==> src/verilog/spi_arb_pkg.sv <==
`default_nettype none

package spi_arb_pkg;

  localparam int DIV_W = 16; // Width of a serial clock divider field.

  // Register map of the configuration block.
  localparam logic [1:0] CFG_ADDR_DISP_DIV = 2'd0;
  localparam logic [1:0] CFG_ADDR_SD_DIV   = 2'd1;
  localparam logic [1:0] CFG_ADDR_CTRL     = 2'd2;

  // One configuration write word, read either as a divider or as policy bits.
  typedef union packed {
    logic [DIV_W-1:0] div; // Half-period of a serial clock in clk cycles.
    struct packed {
      logic [13:0] rsvd;
      logic        prio_display; // Tie winner when round-robin is off.
      logic        rr_en;        // Round-robin tie-break on.
    } ctrl;
  } cfg_word_u;

endpackage

`default_nettype wire

==> src/verilog/spi_cfg_regs.sv <==
`default_nettype none

module spi_cfg_regs (
  input  wire                           clk,
  input  wire                           rst,
  input  wire                           cfg_we,
  input  wire  [1:0]                    cfg_addr,
  input  wire  spi_arb_pkg::cfg_word_u  cfg_wdata,
  output logic [spi_arb_pkg::DIV_W-1:0] disp_div,
  output logic [spi_arb_pkg::DIV_W-1:0] sd_div,
  output logic                          rr_en,
  output logic                          prio_display
);

  import spi_arb_pkg::*;

  logic [DIV_W-1:0] div_clamped;

  // A divider of zero would stall the serial clock, so it becomes one.
  assign div_clamped = (cfg_wdata.div == '0) ? DIV_W'(1) : cfg_wdata.div;

  always_ff @(posedge clk)
  begin
    if (rst)
    begin
      disp_div     <= DIV_W'(4);
      sd_div       <= DIV_W'(4);
      rr_en        <= 1'b1;
      prio_display <= 1'b0;
    end
    else if (cfg_we)
    begin
      case (cfg_addr)
        CFG_ADDR_DISP_DIV: disp_div <= div_clamped;
        CFG_ADDR_SD_DIV:   sd_div   <= div_clamped;
        CFG_ADDR_CTRL:
        begin
          rr_en        <= cfg_wdata.ctrl.rr_en;
          prio_display <= cfg_wdata.ctrl.prio_display;
        end
        default: ; // Address 3 is unmapped.
      endcase
    end
  end

  // Both masters rely on a divider that is never zero, from reset onwards.
  a_div_nonzero: assert property (@(posedge clk) disable iff (rst)
    (disp_div != '0) && (sd_div != '0));

endmodule

`default_nettype wire

==> src/verilog/spi_arb.sv <==
`default_nettype none

module spi_arb #(
  parameter int SETTLE_EDGES = 4
) (
  input  wire  clk,
  input  wire  rst,
  input  wire  rr_en,
  input  wire  prio_display,
  input  wire  display_req,
  input  wire  display_done,
  input  wire  display_spi_sck,
  input  wire  display_spi_cs,
  input  wire  display_spi_dc,
  input  wire  display_spi_data,
  input  wire  sdcard_req,
  input  wire  sdcard_done,
  input  wire  sdcard_spi_sck,
  input  wire  sdcard_spi_cs,
  input  wire  sdcard_spi_dc,
  input  wire  sdcard_spi_data,
  output logic sck,
  output logic display_cs,
  output logic sdcard_cs,
  output logic rs_dc,
  output logic mosi,
  output logic display_ack,
  output logic sdcard_ack
);

  localparam logic [1:0] ST_IDLE      = 2'd0;
  localparam logic [1:0] ST_REQUESTED = 2'd1;
  localparam logic [1:0] ST_GRANTED   = 2'd2;
  localparam int         CNT_W        = $clog2(SETTLE_EDGES + 1);

  logic [1:0]       state;
  logic             sel_disp;
  logic             tie_bit;
  logic             sck_q;
  logic             switched;
  logic [CNT_W-1:0] settle_cnt;
  logic             settled;
  logic             sck_fall;
  logic             want_disp;
  logic             same_client;

  // ########################################
  // Output multiplexer
  always_comb
  begin
    if (sel_disp)
    begin
      sck        = display_spi_sck;
      display_cs = display_spi_cs;
      sdcard_cs  = 1'b1;
      rs_dc      = display_spi_dc;
      mosi       = display_spi_data;
    end
    else
    begin
      sck        = sdcard_spi_sck;
      display_cs = 1'b1;
      sdcard_cs  = sdcard_spi_cs;
      rs_dc      = sdcard_spi_dc;
      mosi       = sdcard_spi_data;
    end
  end

  // The cycle after a switch compares two different clocks and is ignored.
  assign sck_fall    = sck_q && !sck && !switched;
  assign settled     = (settle_cnt >= CNT_W'(SETTLE_EDGES));
  assign same_client = (want_disp == sel_disp);

  always_comb
  begin
    if (display_req && sdcard_req)
      want_disp = rr_en ? tie_bit : prio_display;
    else
      want_disp = display_req;
  end

  // ########################################
  // Arbitration FSM
  always_ff @(posedge clk)
  begin
    if (rst)
    begin
      state       <= ST_IDLE;
      sel_disp    <= 1'b0;
      tie_bit     <= 1'b0;
      sck_q       <= 1'b0;
      switched    <= 1'b0;
      settle_cnt  <= '0;
      display_ack <= 1'b0;
      sdcard_ack  <= 1'b0;
    end
    else
    begin
      sck_q       <= sck;
      switched    <= 1'b0;
      display_ack <= 1'b0;
      sdcard_ack  <= 1'b0;
      if (sck_fall && !settled)
        settle_cnt <= settle_cnt + 1'b1; // Saturates at the settle count.
      case (state)
        ST_IDLE:
        begin
          if (display_req || sdcard_req)
          begin
            if (display_req && sdcard_req && rr_en)
              tie_bit <= ~tie_bit; // Loser wins the next tie.
            if (same_client && settled)
            begin
              state       <= ST_GRANTED;
              display_ack <= want_disp;
              sdcard_ack  <= !want_disp;
            end
            else
            begin
              state    <= ST_REQUESTED;
              sel_disp <= want_disp;
              if (!same_client)
              begin
                settle_cnt <= '0;
                switched   <= 1'b1;
              end
            end
          end
        end
        ST_REQUESTED:
        begin
          if (settled)
          begin
            state       <= ST_GRANTED;
            display_ack <= sel_disp;
            sdcard_ack  <= !sel_disp;
          end
        end
        ST_GRANTED:
        begin
          if (sel_disp ? display_done : sdcard_done)
            state <= ST_IDLE;
        end
        default: state <= ST_IDLE;
      endcase
    end
  end

  // An acknowledge only reaches a client that still requests, and never both.
  a_ack_exclusive: assert property (@(posedge clk) disable iff (rst)
    !(display_ack && sdcard_ack) && (!display_ack || display_req) &&
    (!sdcard_ack || sdcard_req));

  // A master may only finish a transfer that the arbiter granted to it.
  a_done_granted: assert property (@(posedge clk) disable iff (rst)
    (display_done || sdcard_done) |-> (state == ST_GRANTED) &&
    (display_done ? sel_disp : !sel_disp));

  // Only the granted master may pull its own chip select low.
  a_cs_exclusive: assert property (@(posedge clk) disable iff (rst)
    display_spi_cs || sdcard_spi_cs);

endmodule

`default_nettype wire

==> src/verilog/display_spi_master.sv <==
`default_nettype none

module display_spi_master (
  input  wire                           clk,
  input  wire                           rst,
  input  wire  [spi_arb_pkg::DIV_W-1:0] div,
  input  wire                           start,
  input  wire  [7:0]                    tx_byte,
  input  wire                           dc,
  input  wire                           ack,
  output logic                          req,
  output logic                          done,
  output logic                          spi_sck,
  output logic                          spi_cs,
  output logic                          spi_dc,
  output logic                          spi_data,
  output logic                          busy
);

  import spi_arb_pkg::*;

  localparam logic [1:0] ST_IDLE  = 2'd0;
  localparam logic [1:0] ST_REQ   = 2'd1;
  localparam logic [1:0] ST_ARMED = 2'd2;
  localparam logic [1:0] ST_SHIFT = 2'd3;

  logic [1:0]       state;
  logic [DIV_W-1:0] div_cnt;
  logic             tick;
  logic             sck_fall;
  logic [7:0]       shift_r;
  logic [2:0]       bit_cnt;

  assign tick     = (div_cnt >= div - 1'b1);
  assign sck_fall = tick && spi_sck;
  assign spi_data = shift_r[7];
  assign req      = (state != ST_IDLE);
  assign busy     = req;

  // ########################################
  // Serial clock, running all the time
  always_ff @(posedge clk)
  begin
    if (rst)
    begin
      div_cnt <= '0;
      spi_sck <= 1'b0;
    end
    else if (tick)
    begin
      div_cnt <= '0;
      spi_sck <= ~spi_sck;
    end
    else
      div_cnt <= div_cnt + 1'b1;
  end

  always_ff @(posedge clk)
  begin
    if (rst)
    begin
      state   <= ST_IDLE;
      done    <= 1'b0;
      spi_cs  <= 1'b1;
      bit_cnt <= '0;
    end
    else
    begin
      done <= 1'b0;
      case (state)
        ST_IDLE: if (start) state <= ST_REQ;
        ST_REQ:  if (ack) state <= ST_ARMED;
        ST_ARMED:
        begin
          if (sck_fall)
          begin
            state   <= ST_SHIFT; // MSB is already on the data line.
            spi_cs  <= 1'b0;
            bit_cnt <= '0;
          end
        end
        default:
        begin
          if (sck_fall)
          begin
            if (bit_cnt == 3'd7)
            begin
              state  <= ST_IDLE;
              spi_cs <= 1'b1;
              done   <= 1'b1;
            end
            else
              bit_cnt <= bit_cnt + 1'b1;
          end
        end
      endcase
    end
  end

  always_ff @(posedge clk)
  begin
    if (state == ST_IDLE && start)
    begin
      shift_r <= tx_byte;
      spi_dc  <= dc; // Held for the whole transfer.
    end
    else if (state == ST_SHIFT && sck_fall && bit_cnt != 3'd7)
      shift_r <= {shift_r[6:0], 1'b0};
  end

endmodule

`default_nettype wire

==> src/verilog/sdcard_spi_master.sv <==
`default_nettype none

module sdcard_spi_master (
  input  wire                           clk,
  input  wire                           rst,
  input  wire  [spi_arb_pkg::DIV_W-1:0] div,
  input  wire                           start,
  input  wire  [7:0]                    tx_byte,
  input  wire                           ack,
  input  wire                           miso,
  output logic                          req,
  output logic                          done,
  output logic                          spi_sck,
  output logic                          spi_cs,
  output logic                          spi_data,
  output logic [7:0]                    rx_byte,
  output logic                          rx_valid
);

  import spi_arb_pkg::*;

  localparam logic [1:0] ST_IDLE  = 2'd0;
  localparam logic [1:0] ST_REQ   = 2'd1;
  localparam logic [1:0] ST_ARMED = 2'd2;
  localparam logic [1:0] ST_SHIFT = 2'd3;

  logic [1:0]       state;
  logic [DIV_W-1:0] div_cnt;
  logic             tick;
  logic             sck_fall;
  logic             sck_rise;
  logic             last_fall;
  logic [7:0]       shift_r;
  logic [7:0]       rx_shift;
  logic [2:0]       bit_cnt;

  assign tick      = (div_cnt >= div - 1'b1);
  assign sck_fall  = tick && spi_sck;
  assign sck_rise  = tick && !spi_sck;
  assign last_fall = (state == ST_SHIFT) && sck_fall && (bit_cnt == 3'd7);
  assign spi_data  = shift_r[7];
  assign req       = (state != ST_IDLE);

  // ########################################
  // Serial clock, running all the time
  always_ff @(posedge clk)
  begin
    if (rst)
    begin
      div_cnt <= '0;
      spi_sck <= 1'b0;
    end
    else if (tick)
    begin
      div_cnt <= '0;
      spi_sck <= ~spi_sck;
    end
    else
      div_cnt <= div_cnt + 1'b1;
  end

  always_ff @(posedge clk)
  begin
    if (rst)
    begin
      state    <= ST_IDLE;
      done     <= 1'b0;
      rx_valid <= 1'b0;
      spi_cs   <= 1'b1;
      bit_cnt  <= '0;
    end
    else
    begin
      done     <= last_fall;
      rx_valid <= last_fall;
      case (state)
        ST_IDLE: if (start) state <= ST_REQ;
        ST_REQ:  if (ack) state <= ST_ARMED;
        ST_ARMED:
        begin
          if (sck_fall)
          begin
            state   <= ST_SHIFT;
            spi_cs  <= 1'b0;
            bit_cnt <= '0;
          end
        end
        default:
        begin
          if (last_fall)
          begin
            state  <= ST_IDLE;
            spi_cs <= 1'b1;
          end
          else if (sck_fall)
            bit_cnt <= bit_cnt + 1'b1;
        end
      endcase
    end
  end

  always_ff @(posedge clk)
  begin
    if (state == ST_IDLE && start)
      shift_r <= tx_byte;
    else if (state == ST_SHIFT && sck_fall && !last_fall)
      shift_r <= {shift_r[6:0], 1'b0};
    if (state == ST_SHIFT && sck_rise)
      rx_shift <= {rx_shift[6:0], miso}; // Slave drives miso on falling edges.
    if (last_fall)
      rx_byte <= rx_shift;
  end

endmodule

`default_nettype wire

==> src/verilog/spi_bus_top.sv <==
`default_nettype none

module spi_bus_top #(
  parameter int SETTLE_EDGES = 4
) (
  input  wire                          clk,
  input  wire                          rst,
  input  wire                          cfg_we,
  input  wire  [1:0]                   cfg_addr,
  input  wire  spi_arb_pkg::cfg_word_u cfg_wdata,
  input  wire                          disp_start,
  input  wire  [7:0]                   disp_byte,
  input  wire                          disp_dc,
  input  wire                          sd_start,
  input  wire  [7:0]                   sd_byte,
  input  wire                          miso,
  output logic                         sck,
  output logic                         display_cs,
  output logic                         sdcard_cs,
  output logic                         rs_dc,
  output logic                         mosi,
  output logic                         disp_busy,
  output logic [7:0]                   sd_rx_byte,
  output logic                         sd_rx_valid
);

  import spi_arb_pkg::*;

  logic [DIV_W-1:0] disp_div;
  logic [DIV_W-1:0] sd_div;
  logic             rr_en;
  logic             prio_display;
  logic             disp_req;
  logic             disp_done;
  logic             disp_ack;
  logic             disp_sck;
  logic             disp_cs;
  logic             disp_rs;
  logic             disp_data;
  logic             sd_req;
  logic             sd_done;
  logic             sd_ack;
  logic             sd_sck;
  logic             sd_cs;
  logic             sd_data;

  spi_cfg_regs i_cfg (
    .clk          (clk),
    .rst          (rst),
    .cfg_we       (cfg_we),
    .cfg_addr     (cfg_addr),
    .cfg_wdata    (cfg_wdata),
    .disp_div     (disp_div),
    .sd_div       (sd_div),
    .rr_en        (rr_en),
    .prio_display (prio_display)
  );

  display_spi_master i_disp (
    .clk      (clk),
    .rst      (rst),
    .div      (disp_div),
    .start    (disp_start),
    .tx_byte  (disp_byte),
    .dc       (disp_dc),
    .ack      (disp_ack),
    .req      (disp_req),
    .done     (disp_done),
    .spi_sck  (disp_sck),
    .spi_cs   (disp_cs),
    .spi_dc   (disp_rs),
    .spi_data (disp_data),
    .busy     (disp_busy)
  );

  sdcard_spi_master i_sd (
    .clk      (clk),
    .rst      (rst),
    .div      (sd_div),
    .start    (sd_start),
    .tx_byte  (sd_byte),
    .ack      (sd_ack),
    .miso     (miso),
    .req      (sd_req),
    .done     (sd_done),
    .spi_sck  (sd_sck),
    .spi_cs   (sd_cs),
    .spi_data (sd_data),
    .rx_byte  (sd_rx_byte),
    .rx_valid (sd_rx_valid)
  );

  spi_arb #(
    .SETTLE_EDGES (SETTLE_EDGES)
  ) i_arb (
    .clk              (clk),
    .rst              (rst),
    .rr_en            (rr_en),
    .prio_display     (prio_display),
    .display_req      (disp_req),
    .display_done     (disp_done),
    .display_spi_sck  (disp_sck),
    .display_spi_cs   (disp_cs),
    .display_spi_dc   (disp_rs),
    .display_spi_data (disp_data),
    .sdcard_req       (sd_req),
    .sdcard_done      (sd_done),
    .sdcard_spi_sck   (sd_sck),
    .sdcard_spi_cs    (sd_cs),
    .sdcard_spi_dc    (1'b1), // The SD card keeps the shared select line high.
    .sdcard_spi_data  (sd_data),
    .sck              (sck),
    .display_cs       (display_cs),
    .sdcard_cs        (sdcard_cs),
    .rs_dc            (rs_dc),
    .mosi             (mosi),
    .display_ack      (disp_ack),
    .sdcard_ack       (sd_ack)
  );

endmodule

`default_nettype wire

==> config.mk <==
export PLATFORM = sky130hd
export DESIGN_NAME = spi_bus_top
export DESIGN_NICKNAME = d
export VERILOG_FILES = /design/src/verilog/spi_arb_pkg.sv /design/src/verilog/spi_cfg_regs.sv /design/src/verilog/spi_arb.sv /design/src/verilog/display_spi_master.sv /design/src/verilog/sdcard_spi_master.sv /design/src/verilog/spi_bus_top.sv
export SDC_FILE = /design/constraint.sdc
export NUM_CORES = 1
export LEC_CHECK = 0
export ABC_CLOCK_PERIOD_IN_PS = 4059
export BUFFER_PORTS_ARGS = -buffer_cell sky130_fd_sc_hd__clkbuf_2
export CORE_MARGIN = 2
export CORE_UTILIZATION = 40
export CTS_CLUSTER_DIAMETER = 200
export DETAILED_ROUTE_END_ITERATION = 7
export PLACE_DENSITY_LB_ADDON = 0.3
export SYNTH_ARGS = -nofsm -noshare
export SYNTH_HDL_FRONTEND = slang
export SYNTH_SLANG_ARGS = --single-unit
export TNS_END_PERCENT = 1
==> constraint.sdc <==
create_clock -name clk -period 4.06 [get_ports clk]
set_clock_uncertainty 0.05 [all_clocks]
set_input_delay 0.203 -clock clk [delete_from_list [all_inputs] [get_ports clk]]
set_output_delay 0.203 -clock clk [all_outputs]
set_load 0.1 [all_outputs]
==> impl_metrics.env, run 1 <==
export IMPL_synth_area_mm2=0.006334
export IMPL_arrival_ps=4010
export IMPL_grtUsageTotal_pct=16.72
export IMPL_seq_area_frac_synth_pct=45.04
export IMPL_cpLargestDelayFamily="simple AND/OR/NAND/NOR gates"
export IMPL_critPathMaxFanout=7
export IMPL_crit_chain="nor4_1, buf_4, nand4_1, nor3_1, xnor2_1, ha_1, nand4_2, or4_1, o32ai_2, o21ai_2, or3_4, mux2_2, nor2_2"
export IMPL_antenna_found_initial=0
export IMPL_synthCells=675
export IMPL_cp_start_kind="register"
export IMPL_die_area_mm2=0.01686
export IMPL_die_h_um=129.8
export IMPL_whs_ps=10.34
export IMPL_diodes=0
export IMPL_pin_count=56
export IMPL_clockRootBuffer="clkbuf_16"
export IMPL_synth_cell_types=53
export IMPL_p_int_mw=2.712
export IMPL_switching_share_pct=28.22
export IMPL_first_pass_iters=4
export IMPL_numPortBuffers=55
export IMPL_ir_drop_uv=327.7
export IMPL_power_frac_comb_pct=20.3
export IMPL_powerDensity_mw_per_mm2=502.4
export IMPL_nets=835
export IMPL_setup_tns_ps=0
export IMPL_final_common_cell="dfxtp_1"
export IMPL_grt_pass1_vias=4916
export IMPL_grt_overflow_total=0
export IMPL_seq_power_share_pct=40.0
export IMPL_wirelength_mm=13.15
export IMPL_synth_nets=766
export IMPL_cts_tree="yes"
export IMPL_route_vias_total=4943
export IMPL_hold_viol=0
export IMPL_cts_buffer_depth=2
export IMPL_core_rowCount=45
export IMPL_fmax_mhz=269.8
export IMPL_setup_violations=0
export IMPL_postCtsSetupBuffers=0
export IMPL_drtIter0Drc=181
export IMPL_syn_area_per_cell_um2=9.383
export IMPL_p_leak_nw=2.962
export IMPL_max_slew_margin_pct=20.35
export IMPL_cts_sinks=126
export IMPL_start_util_pct=41.36
export IMPL_coreArea_mm2=0.01531
export IMPL_cap_violations=0
export IMPL_hpwl_mm=9.652
export IMPL_final_cells=968
export IMPL_critPathKind="register to register"
export IMPL_cts_inserted_buffers=17
export IMPL_path_clk_slew_ps=50
export IMPL_utilization_pct=49.10
export IMPL_required_ps=4360
export IMPL_worstHoldPathType="input pin to register"
export IMPL_finalCritPeriodShare_pct=91.28
export IMPL_ys_seq_elements=126
export IMPL_cp_slowest_cell="or4_1"
export IMPL_status="finished, final reports clean"
export IMPL_cpPeakStageDelay_ps=560
export IMPL_period_needed_ps=3706
export IMPL_startpoint="i_cfg.sd_div[2]$_SDFFE_PP1P_"
export IMPL_power_frac_clock_pct=39.7
export IMPL_grt_max_degree=42
export IMPL_ant_nets=0
export IMPL_rsz0062_at_grt="false"
export IMPL_final_max_slew_violation_count=0
export IMPL_grt_pass1_wl_mm=22.31
export IMPL_endpoint_kind="register"
export IMPL_cts_htree_levels=4
export IMPL_drive_gt1_share_pct=14.80
export IMPL_cts_resized=0
export IMPL_reg2reg_setup_slack_ps=350
export IMPL_vias_per_cell=5.106
export IMPL_crit_buf_inv=1
export IMPL_total_power_mw=3.778
export IMPL_drc_errors=0
export IMPL_layout_common_cells="dfxtp_1, nand2_1, nor2_1, clkbuf_2, ha_1"
export IMPL_yosysWarnings=0
export IMPL_switchingPower_mw=1.066
export IMPL_r2r_start="i_cfg.sd_div[2]$_SDFFE_PP1P_"
export IMPL_worst_pin_slew_ps=1185
export IMPL_wl_per_cell_um=13.59
export IMPL_area_growth_pct=18.73
export IMPL_dp_cells=927
export IMPL_die_x_um=129.8
export IMPL_ctsHoldBuffers=9
export IMPL_clock_latency_ps=420
export IMPL_hp_start="cfg_wdata[12]"
export IMPL_gp_congestion=0.8676
==> metal layers <==
layer	up-vias	routed length (um)	global-route usage, %
met3	39	401	3.854
met1	2308	5750	19.22
met2	93	6617	29.17
met4	0	382	8.476
met5	-	0	0
li1	2503	-	-
==> path summary, 6_finish.rpt <==
check                                                       end  cells past startpoint
worst max-delay path               i_sd.bit_cnt[0]$_SDFFE_PP0P_                     13
worst min-delay path            i_cfg.disp_div[12]$_SDFFE_PP0P_                      3
worst min register to register        i_sd.rx_byte[7]$_DFFE_PP_                      0
worst max register to register     i_sd.bit_cnt[0]$_SDFFE_PP0P_                     13
==> flip-flops by register name (all words and copies together), names as in the netlist, 2 cells and up <==
name and flops:
i_sd.rx_byte 8, i_sd.div_cnt 16, i_disp.state 2, i_sd.shift_r 8, i_cfg.disp_div 16, i_arb.state 2
i_disp.div_cnt 16, i_disp.shift_r 8, i_sd.rx_shift 8, i_arb.settle_cnt 3, i_sd.bit_cnt 3, i_sd.state 2
i_disp.bit_cnt 3, i_cfg.sd_div 16
==> stage by stage <==
step | area, um2 | worst slack (ps)
6_report | 7520 | 354.1
5_1_grt | 7520 | 117.5
4_1_cts | 7520 | 366.8
3_5_place_dp | 6847 | 388.9
3_3_place_gp | 6847 | 490.0
2_1_floorplan | 6334 | 439.0
==> kinds of logic (layout without fill, tap and decap cells) <==
| kind of cell | after synthesis | after routing | share of synthesized area [%] |
|---|---|---|---|
| DFF | 126 | 126 | 45.04 |
| adders and majority gates | 50 | 50 | 9.878 |
| and+or+nand+nor | 276 | 276 | 20.80 |
| xor gates and xnor gates | 61 | 61 | 8.435 |
| buffers and inverters | 48 | 130 | 2.845 |
| AOI/OAI and AO/OA | 90 | 90 | 8.871 |
| muxes | 24 | 24 | 4.129 |
==> Yosys cell counts, drive strengths merged <==
master    n  area, um2
mux2     17      191.4
a2111o    1      11.26
nor4     14      87.58
mux2i     7      70.07
buf       1      3.750
nand2    85      319.1
clkbuf   20      75.07
o21ai    13      68.82
or4       3      22.52
a31oi     1      6.260
nor4bb    1      10.01
nand3    19      95.09
edfxtp   33      991.0
or3b      1      8.760
a211o     1      8.760
a2111oi   2      17.52
and3b     2      17.52
o31ai     1      7.510
nand4    11      75.07
nor3b     2      15.01
o32a      1      10.01
or3       3      23.77
a211oi    7      52.55
o21a      2      15.01
o31a      1      8.760
nor2     77      291.5
inv      27      101.3
and4      1      8.760
o32ai     3      33.79
nor3     17      85.08
xor2     29      254.0
nand2b   18      112.6
ha       50      625.6
and3      8      50.05
nor2b     6      37.54
o21bai    2      15.01
or2       2      12.52
a41oi     1      8.760
nand3b    6      45.04
dfxtp    93       1862
o2bb2ai   3      26.28
xnor2    32      280.3
a21o      5      37.54
a21oi    46      234.0
==> worst reg2reg max path, delay by kind of cell, from the launching register on <==
family                   cells  cell delay [ps]
multiplexers                 1              270
XOR/XNOR                     1              120
AO/OA/AOI/OAI                2              480
adder cells (fa/ha/maj)      1              330
buffers and inverters        1              180
AND/OR/NAND/NOR              7             1850
flip-flops                   1              360
==> final cells by class <==
cell class / count / area (um2)
clock buffer: 22 / 464.2
timing repair buffer: 71 / 417.9
clock inverter: 10 / 118.9
multi-input combinational: 501 / 3301
inverter: 27 / 101.3
tap: 211 / 264.0
fill: 1417 / 7795
sequential: 126 / 2853
==> power groups by stage <==
stage	clock network [mW]	logic [mW]	registers, mW
2_1_floorplan	0	0.612	1.50
3_3_place_gp	0	0.732	1.53
3_5_place_dp	0	0.757	1.54
4_1_cts	1.53	0.770	1.51
5_1_grt	1.58	0.848	1.53
6_report	1.50	0.766	1.51
Power figures use the tool's default switching activity.
==> run 2, diff against run 1 <==
BUFFER_PORTS_ARGS = default   (was -buffer_cell sky130_fd_sc_hd__clkbuf_2)
DONT_BUFFER_PORTS = 1   (was default)
==> impl_metrics.env, run 2 (same netlist as run 1, synthesis figures left out) <==
export IMPL_period_needed_ps=3757
export IMPL_grt_pass1_wl_mm=22.51
export IMPL_cts_tree="yes"
export IMPL_max_slew_margin_pct=22.80
export IMPL_powerDensity_mw_per_mm2=496.1
export IMPL_r2r_start="i_cfg.sd_div[2]$_SDFFE_PP1P_"
export IMPL_hpwl_mm=9.392
export IMPL_arrival_ps=4060
export IMPL_final_max_slew_violation_count=0
export IMPL_pin_count=56
export IMPL_min_path_cells=3
export IMPL_min_to="i_cfg.rr_en$_SDFFE_PP1P_"
export IMPL_numPortBuffers=0
export IMPL_worstHoldPathType="input pin to register"
export IMPL_die_h_um=129.8
export IMPL_fmax_mhz=266.2
export IMPL_grt_pass1_vias=4800
export IMPL_switchingPower_mw=1.059
export IMPL_drc_errors=0
export IMPL_cts_sinks=126
export IMPL_gp_congestion=0.7883
export IMPL_worst_pin_slew_ps=1148
export IMPL_die_area_mm2=0.01686
export IMPL_critPathMaxFanout=7
export IMPL_timing_rr_end="i_sd.bit_cnt[0]$_SDFFE_PP0P_"
export IMPL_cts_inserted_buffers=17
export IMPL_drtIter0Drc=220
export IMPL_dpl_instance_area_mm2=0.006564
export IMPL_setup_tns_ps=0
export IMPL_core_rowCount=45
export IMPL_seq_power_share_pct=40.4
export IMPL_p_int_mw=2.682
export IMPL_status="finished, final reports clean"
export IMPL_setup_violations=0
export IMPL_hp_start="cfg_we"
export IMPL_critPathKind="register to register"
export IMPL_power_frac_clock_pct=39.1
export IMPL_p_leak_nw=2.862
export IMPL_route_vias_total=4844
export IMPL_endpoint_kind="register"
export IMPL_vias_per_cell=5.148
export IMPL_clockRootBuffer="clkbuf_16"
export IMPL_wirelength_mm=13.40
export IMPL_switching_share_pct=28.30
export IMPL_die_x_um=129.8
export IMPL_fill_cells=1430
export IMPL_start_util_pct=41.36
export IMPL_required_ps=4370
export IMPL_postCtsSetupBuffers=0
export IMPL_finalCritPeriodShare_pct=92.53
export IMPL_cp_start_kind="register"
export IMPL_layout_common_cells="dfxtp_1, nand2_1, nor2_1, ha_1, a21oi_1"
export IMPL_coreArea_mm2=0.01531
export IMPL_multi_input_area_mm2=0.003313
export IMPL_path_clk_slew_ps=50
export IMPL_nets=808
export IMPL_ir_drop_uv=300.9
export IMPL_total_power_mw=3.741
export IMPL_power_frac_comb_pct=20.4
export IMPL_cap_violations=0
export IMPL_wl_per_cell_um=14.24
export IMPL_clock_latency_ps=420
export IMPL_cts_buffer_depth=2
export IMPL_area_growth_pct=19.04
export IMPL_drive_gt1_share_pct=8.219
export IMPL_diodes=0
export IMPL_first_pass_iters=5
export IMPL_rsz0062_at_grt="false"
export IMPL_hold_viol=0
export IMPL_grtUsageTotal_pct=17.11
export IMPL_antenna_found_initial=0
export IMPL_grt_overflow_total=0
export IMPL_final_common_cell="dfxtp_1"
export IMPL_seq_area_mm2=0.002853
export IMPL_cts_htree_levels=4
export IMPL_reg2reg_setup_slack_ps=300
export IMPL_fin_area_mm2=0.007540
export IMPL_grt_max_degree=65
export IMPL_ant_nets=0
export IMPL_worst_r2r_cell_count=13
-- run 2: changes by cell type in the layout (fill, tap and decap cells not counted), sizes merged --
cell / previous run / this run
clkbuf: 77 / 21
clkinv: 7 / 8
dlygate4sd3: 9 / 37
-- run 2: area by class of cell --
type	instances	area share, %
clock buffers	21	5.841
clock inverters	11	1.659
inverters	27	1.344
multi-input cells	501	43.94
flip-flops and latches	126	37.84
well taps	211	3.501
repair buffers	44	5.875
-- run 2: repair_timing --
| action | 4_1_cts | 5_1_grt |
|---|---|---|
| resized for setup | 0 | 3 |
| hold buffers | 38 | 0 |
| endpoints found under the setup margin | 0 | 9 |
| hold endpoints to repair | 79 | 0 |
-- run 2: stage by stage --
step           instances  utilization, %  setup WS [ps]  hold WS (ps)
3_5_place_dp         871           42.86          291.2         240.5
2_1_floorplan        675               -          439.0         251.9
4_1_cts              941           49.15          269.9         8.819
3_3_place_gp         871           42.86          487.7         238.6
5_1_grt              941           49.23          7.680         51.52
6_report             941           49.23          303.3         26.08
-- run 2: how the worst max path moves through the flow --
stage | startpoint | end | slack, ps | cells past startpoint
global placement | i_cfg.sd_div[2]$_SDFFE_PP1P_ | i_sd.bit_cnt[0]$_SDFFE_PP0P_ | 490 | 13
CTS | i_cfg.sd_div[2]$_SDFFE_PP1P_ | i_sd.bit_cnt[0]$_SDFFE_PP0P_ | 270 | 13
floorplan | i_cfg.sd_div[2]$_SDFFE_PP1P_ | i_sd.shift_r[0]$_SDFFCE_PN0P_ | 440 | 10
detailed placement | i_cfg.sd_div[2]$_SDFFE_PP1P_ | i_sd.rx_shift[6]$_DFFE_PP_ | 290 | 11
finish | i_cfg.sd_div[2]$_SDFFE_PP1P_ | i_sd.bit_cnt[0]$_SDFFE_PP0P_ | 300 | 13
global route | i_cfg.sd_div[2]$_SDFFE_PP1P_ | i_sd.bit_cnt[0]$_SDFFE_PP0P_ | 8 | 13
-- run 2: per-layer routing --
metal	GRT usage [%]	wire, um	up-vias
met4	7.780	355	0
li1	-	-	2440
met1	19.22	5799	2288
met2	29.53	6786	92
met5	0	0	-
met3	5.617	463	24
-- run 2: worst max-delay path, stage by stage, from the launching register on --
cell,delay (ps)
dfxtp_1,360
nor4_1,340
buf_4,190
nand4_1,150
nor4_2,240
xnor2_1,120
ha_1,320
nand4_2,140
or4_1,560
o32ai_2,330
o21ai_2,160
or3_4,400
mux2_2,270
nor2_2,70
-- run 2: power groups by stage --
stage	clock, mW	sequential [mW]	combinational, mW
4_1_cts	1.49	1.51	0.765
2_1_floorplan	0	1.50	0.612
3_3_place_gp	0	1.53	0.686
3_5_place_dp	0	1.54	0.711
5_1_grt	1.56	1.53	0.848
6_report	1.46	1.51	0.764
==> run 3, diff against run 2 <==
CORE_MARGIN = default   (was 2)
RECOVER_POWER = 100   (was default)
==> impl_metrics.env, run 3 (same netlist as run 1, synthesis figures left out) <==
export IMPL_ant_nets=0
export IMPL_whs_ps=48.60
export IMPL_critPathKind="register to register"
export IMPL_cap_violations=1
export IMPL_period_needed_ps=3741
export IMPL_layout_common_cells="dfxtp_1, nand2_1, nor2_1, ha_1, a21oi_1"
export IMPL_final_cells=940
export IMPL_fill_cells=1443
export IMPL_grt_overflow_total=0
export IMPL_grt_max_degree=65
export IMPL_violations="capacitance limit, slew limit"
export IMPL_status="finished, violations left"
export IMPL_die_x_um=127.8
export IMPL_die_h_um=127.8
export IMPL_route_vias_total=4794
export IMPL_fmax_mhz=267.3
export IMPL_worst_pin_slew_ps=1529
export IMPL_wl_per_cell_um=13.90
export IMPL_rsz0062_at_grt="false"
export IMPL_setup_violations=0
export IMPL_timing_rr_end="i_sd.bit_cnt[0]$_SDFFE_PP0P_"
export IMPL_grtUsageTotal_pct=17.34
export IMPL_core_rowCount=45
export IMPL_worstHoldPathType="input pin to register"
export IMPL_finalCritPeriodShare_pct=92.15
export IMPL_powerDensity_mw_per_mm2=512.1
export IMPL_first_pass_iters=5
export IMPL_drive_gt1_share_pct=7.956
export IMPL_die_area_mm2=0.01634
export IMPL_max_slew_margin_pct=-1.899
export IMPL_critPathMaxFanout=7
export IMPL_grt_pass1_wl_mm=22.20
export IMPL_clockRootBuffer="clkbuf_16"
export IMPL_vias_per_cell=5.100
export IMPL_postCtsSetupBuffers=0
export IMPL_worst_slack_ps=318.9
export IMPL_dp_cells=871
export IMPL_fin_area_mm2=0.007566
export IMPL_cp_start_kind="register"
export IMPL_worst_r2r_cell_count=13
export IMPL_final_common_cell="dfxtp_1"
export IMPL_cts_sinks=126
export IMPL_ir_drop_uv=270.9
export IMPL_drc_errors=0
export IMPL_cts_buffer_depth=2
export IMPL_startpoint="i_cfg.sd_div[2]$_SDFFE_PP1P_"
export IMPL_total_power_mw=3.875
export IMPL_cts_htree_levels=4
export IMPL_cts_tree="yes"
export IMPL_area_growth_pct=19.46
export IMPL_pin_count=56
export IMPL_utilization_pct=49.40
export IMPL_crit_path_end="i_sd.bit_cnt[0]$_SDFFE_PP0P_"
export IMPL_grt_pass1_vias=4836
export IMPL_p_leak_nw=2.873
export IMPL_gp_congestion=0.8483
export IMPL_path_clk_slew_ps=60
export IMPL_required_ps=4370
export IMPL_final_max_slew_violation_count=1
export IMPL_wirelength_mm=13.06
export IMPL_hpwl_mm=9.330
export IMPL_hold_viol=0
export IMPL_dp_worst_setup_slack_ps=455.6
export IMPL_numPortBuffers=0
export IMPL_reg2reg_setup_slack_ps=320
export IMPL_start_util_pct=41.36
export IMPL_cts_inserted_buffers=17
export IMPL_clock_latency_ps=420
export IMPL_nets=807
export IMPL_coreArea_mm2=0.01531
export IMPL_drtIter0Drc=202
export IMPL_diodes=0
export IMPL_setup_tns_ps=0
export IMPL_r2r_start="i_cfg.sd_div[2]$_SDFFE_PP1P_"
export IMPL_endpoint_kind="register"
export IMPL_dpl_instance_area_mm2=0.006564
export IMPL_antenna_found_initial=0
export IMPL_cts_resized=0
export IMPL_arrival_ps=4050
-- run 3: area by class of cell --
class	instances	area, um2	area share [%]
clock inverters	15	210.2	2.778
well taps	211	264.0	3.489
clock buffers	17	425.4	5.623
multi-input cells	501	3284	43.41
flip-flops and latches	126	2853	37.70
repair buffers	43	427.9	5.656
inverters	27	101.3	1.340
-- run 3: repair_timing --
item	in CTS	in global routing
hold buffers	37	0
setup endpoints to repair	0	0
endpoints found under the hold margin	79	0
-- run 3: worst max-delay path: stages, from the launching register on --
cell     delay [ps]
dfxtp_1         350
nor4_1          290
buf_4           180
nand4_1         150
nor3_1          210
xnor2_1         110
ha_1            310
nand4_2         120
or4_1           540
o32ai_1         420
o21ai_2         170
or3_1           420
mux2_2          290
nor2_2           70
-- run 3: worst min-delay path by stage --
| stage | startpoint | endpoint | slack [ps] | cells after the start |
|---|---|---|---|---|
| 2_1_floorplan | disp_dc | i_disp.spi_dc$_DFFE_PP_ | 250 | 0 |
| 3_3_place_gp | rst | i_sd.bit_cnt[0]$_SDFFE_PP0P_ | 240 | 1 |
| 3_5_place_dp | rst | i_sd.bit_cnt[0]$_SDFFE_PP0P_ | 240 | 1 |
| 4_1_cts | cfg_we | i_cfg.rr_en$_SDFFE_PP1P_ | 20 | 3 |
| 5_1_grt | cfg_we | i_cfg.rr_en$_SDFFE_PP1P_ | 50 | 3 |
| 6_report | cfg_we | i_cfg.prio_display$_SDFFE_PP0P_ | 50 | 3 |
-- run 3: where the power goes --
group          leakage [nW]  switching, mW  internal [mW]
Sequential             1.06         0.0801           1.43
Clock                 0.305          0.584           1.04
Combinational          1.51          0.451          0.295
Total                  2.87           1.12           2.76
-- run 3: layer usage --
| metal | global-route usage (%) | vias to the layer above | share of wire [%] |
|---|---|---|---|
| li1 | - | 2435 | - |
| met1 | 19.51 | 2257 | 45 |
| met2 | 30.02 | 70 | 50 |
| met3 | 5.050 | 32 | 3.2 |
| met4 | 8.443 | 0 | 2.5 |
| met5 | 0 | - | 0 |
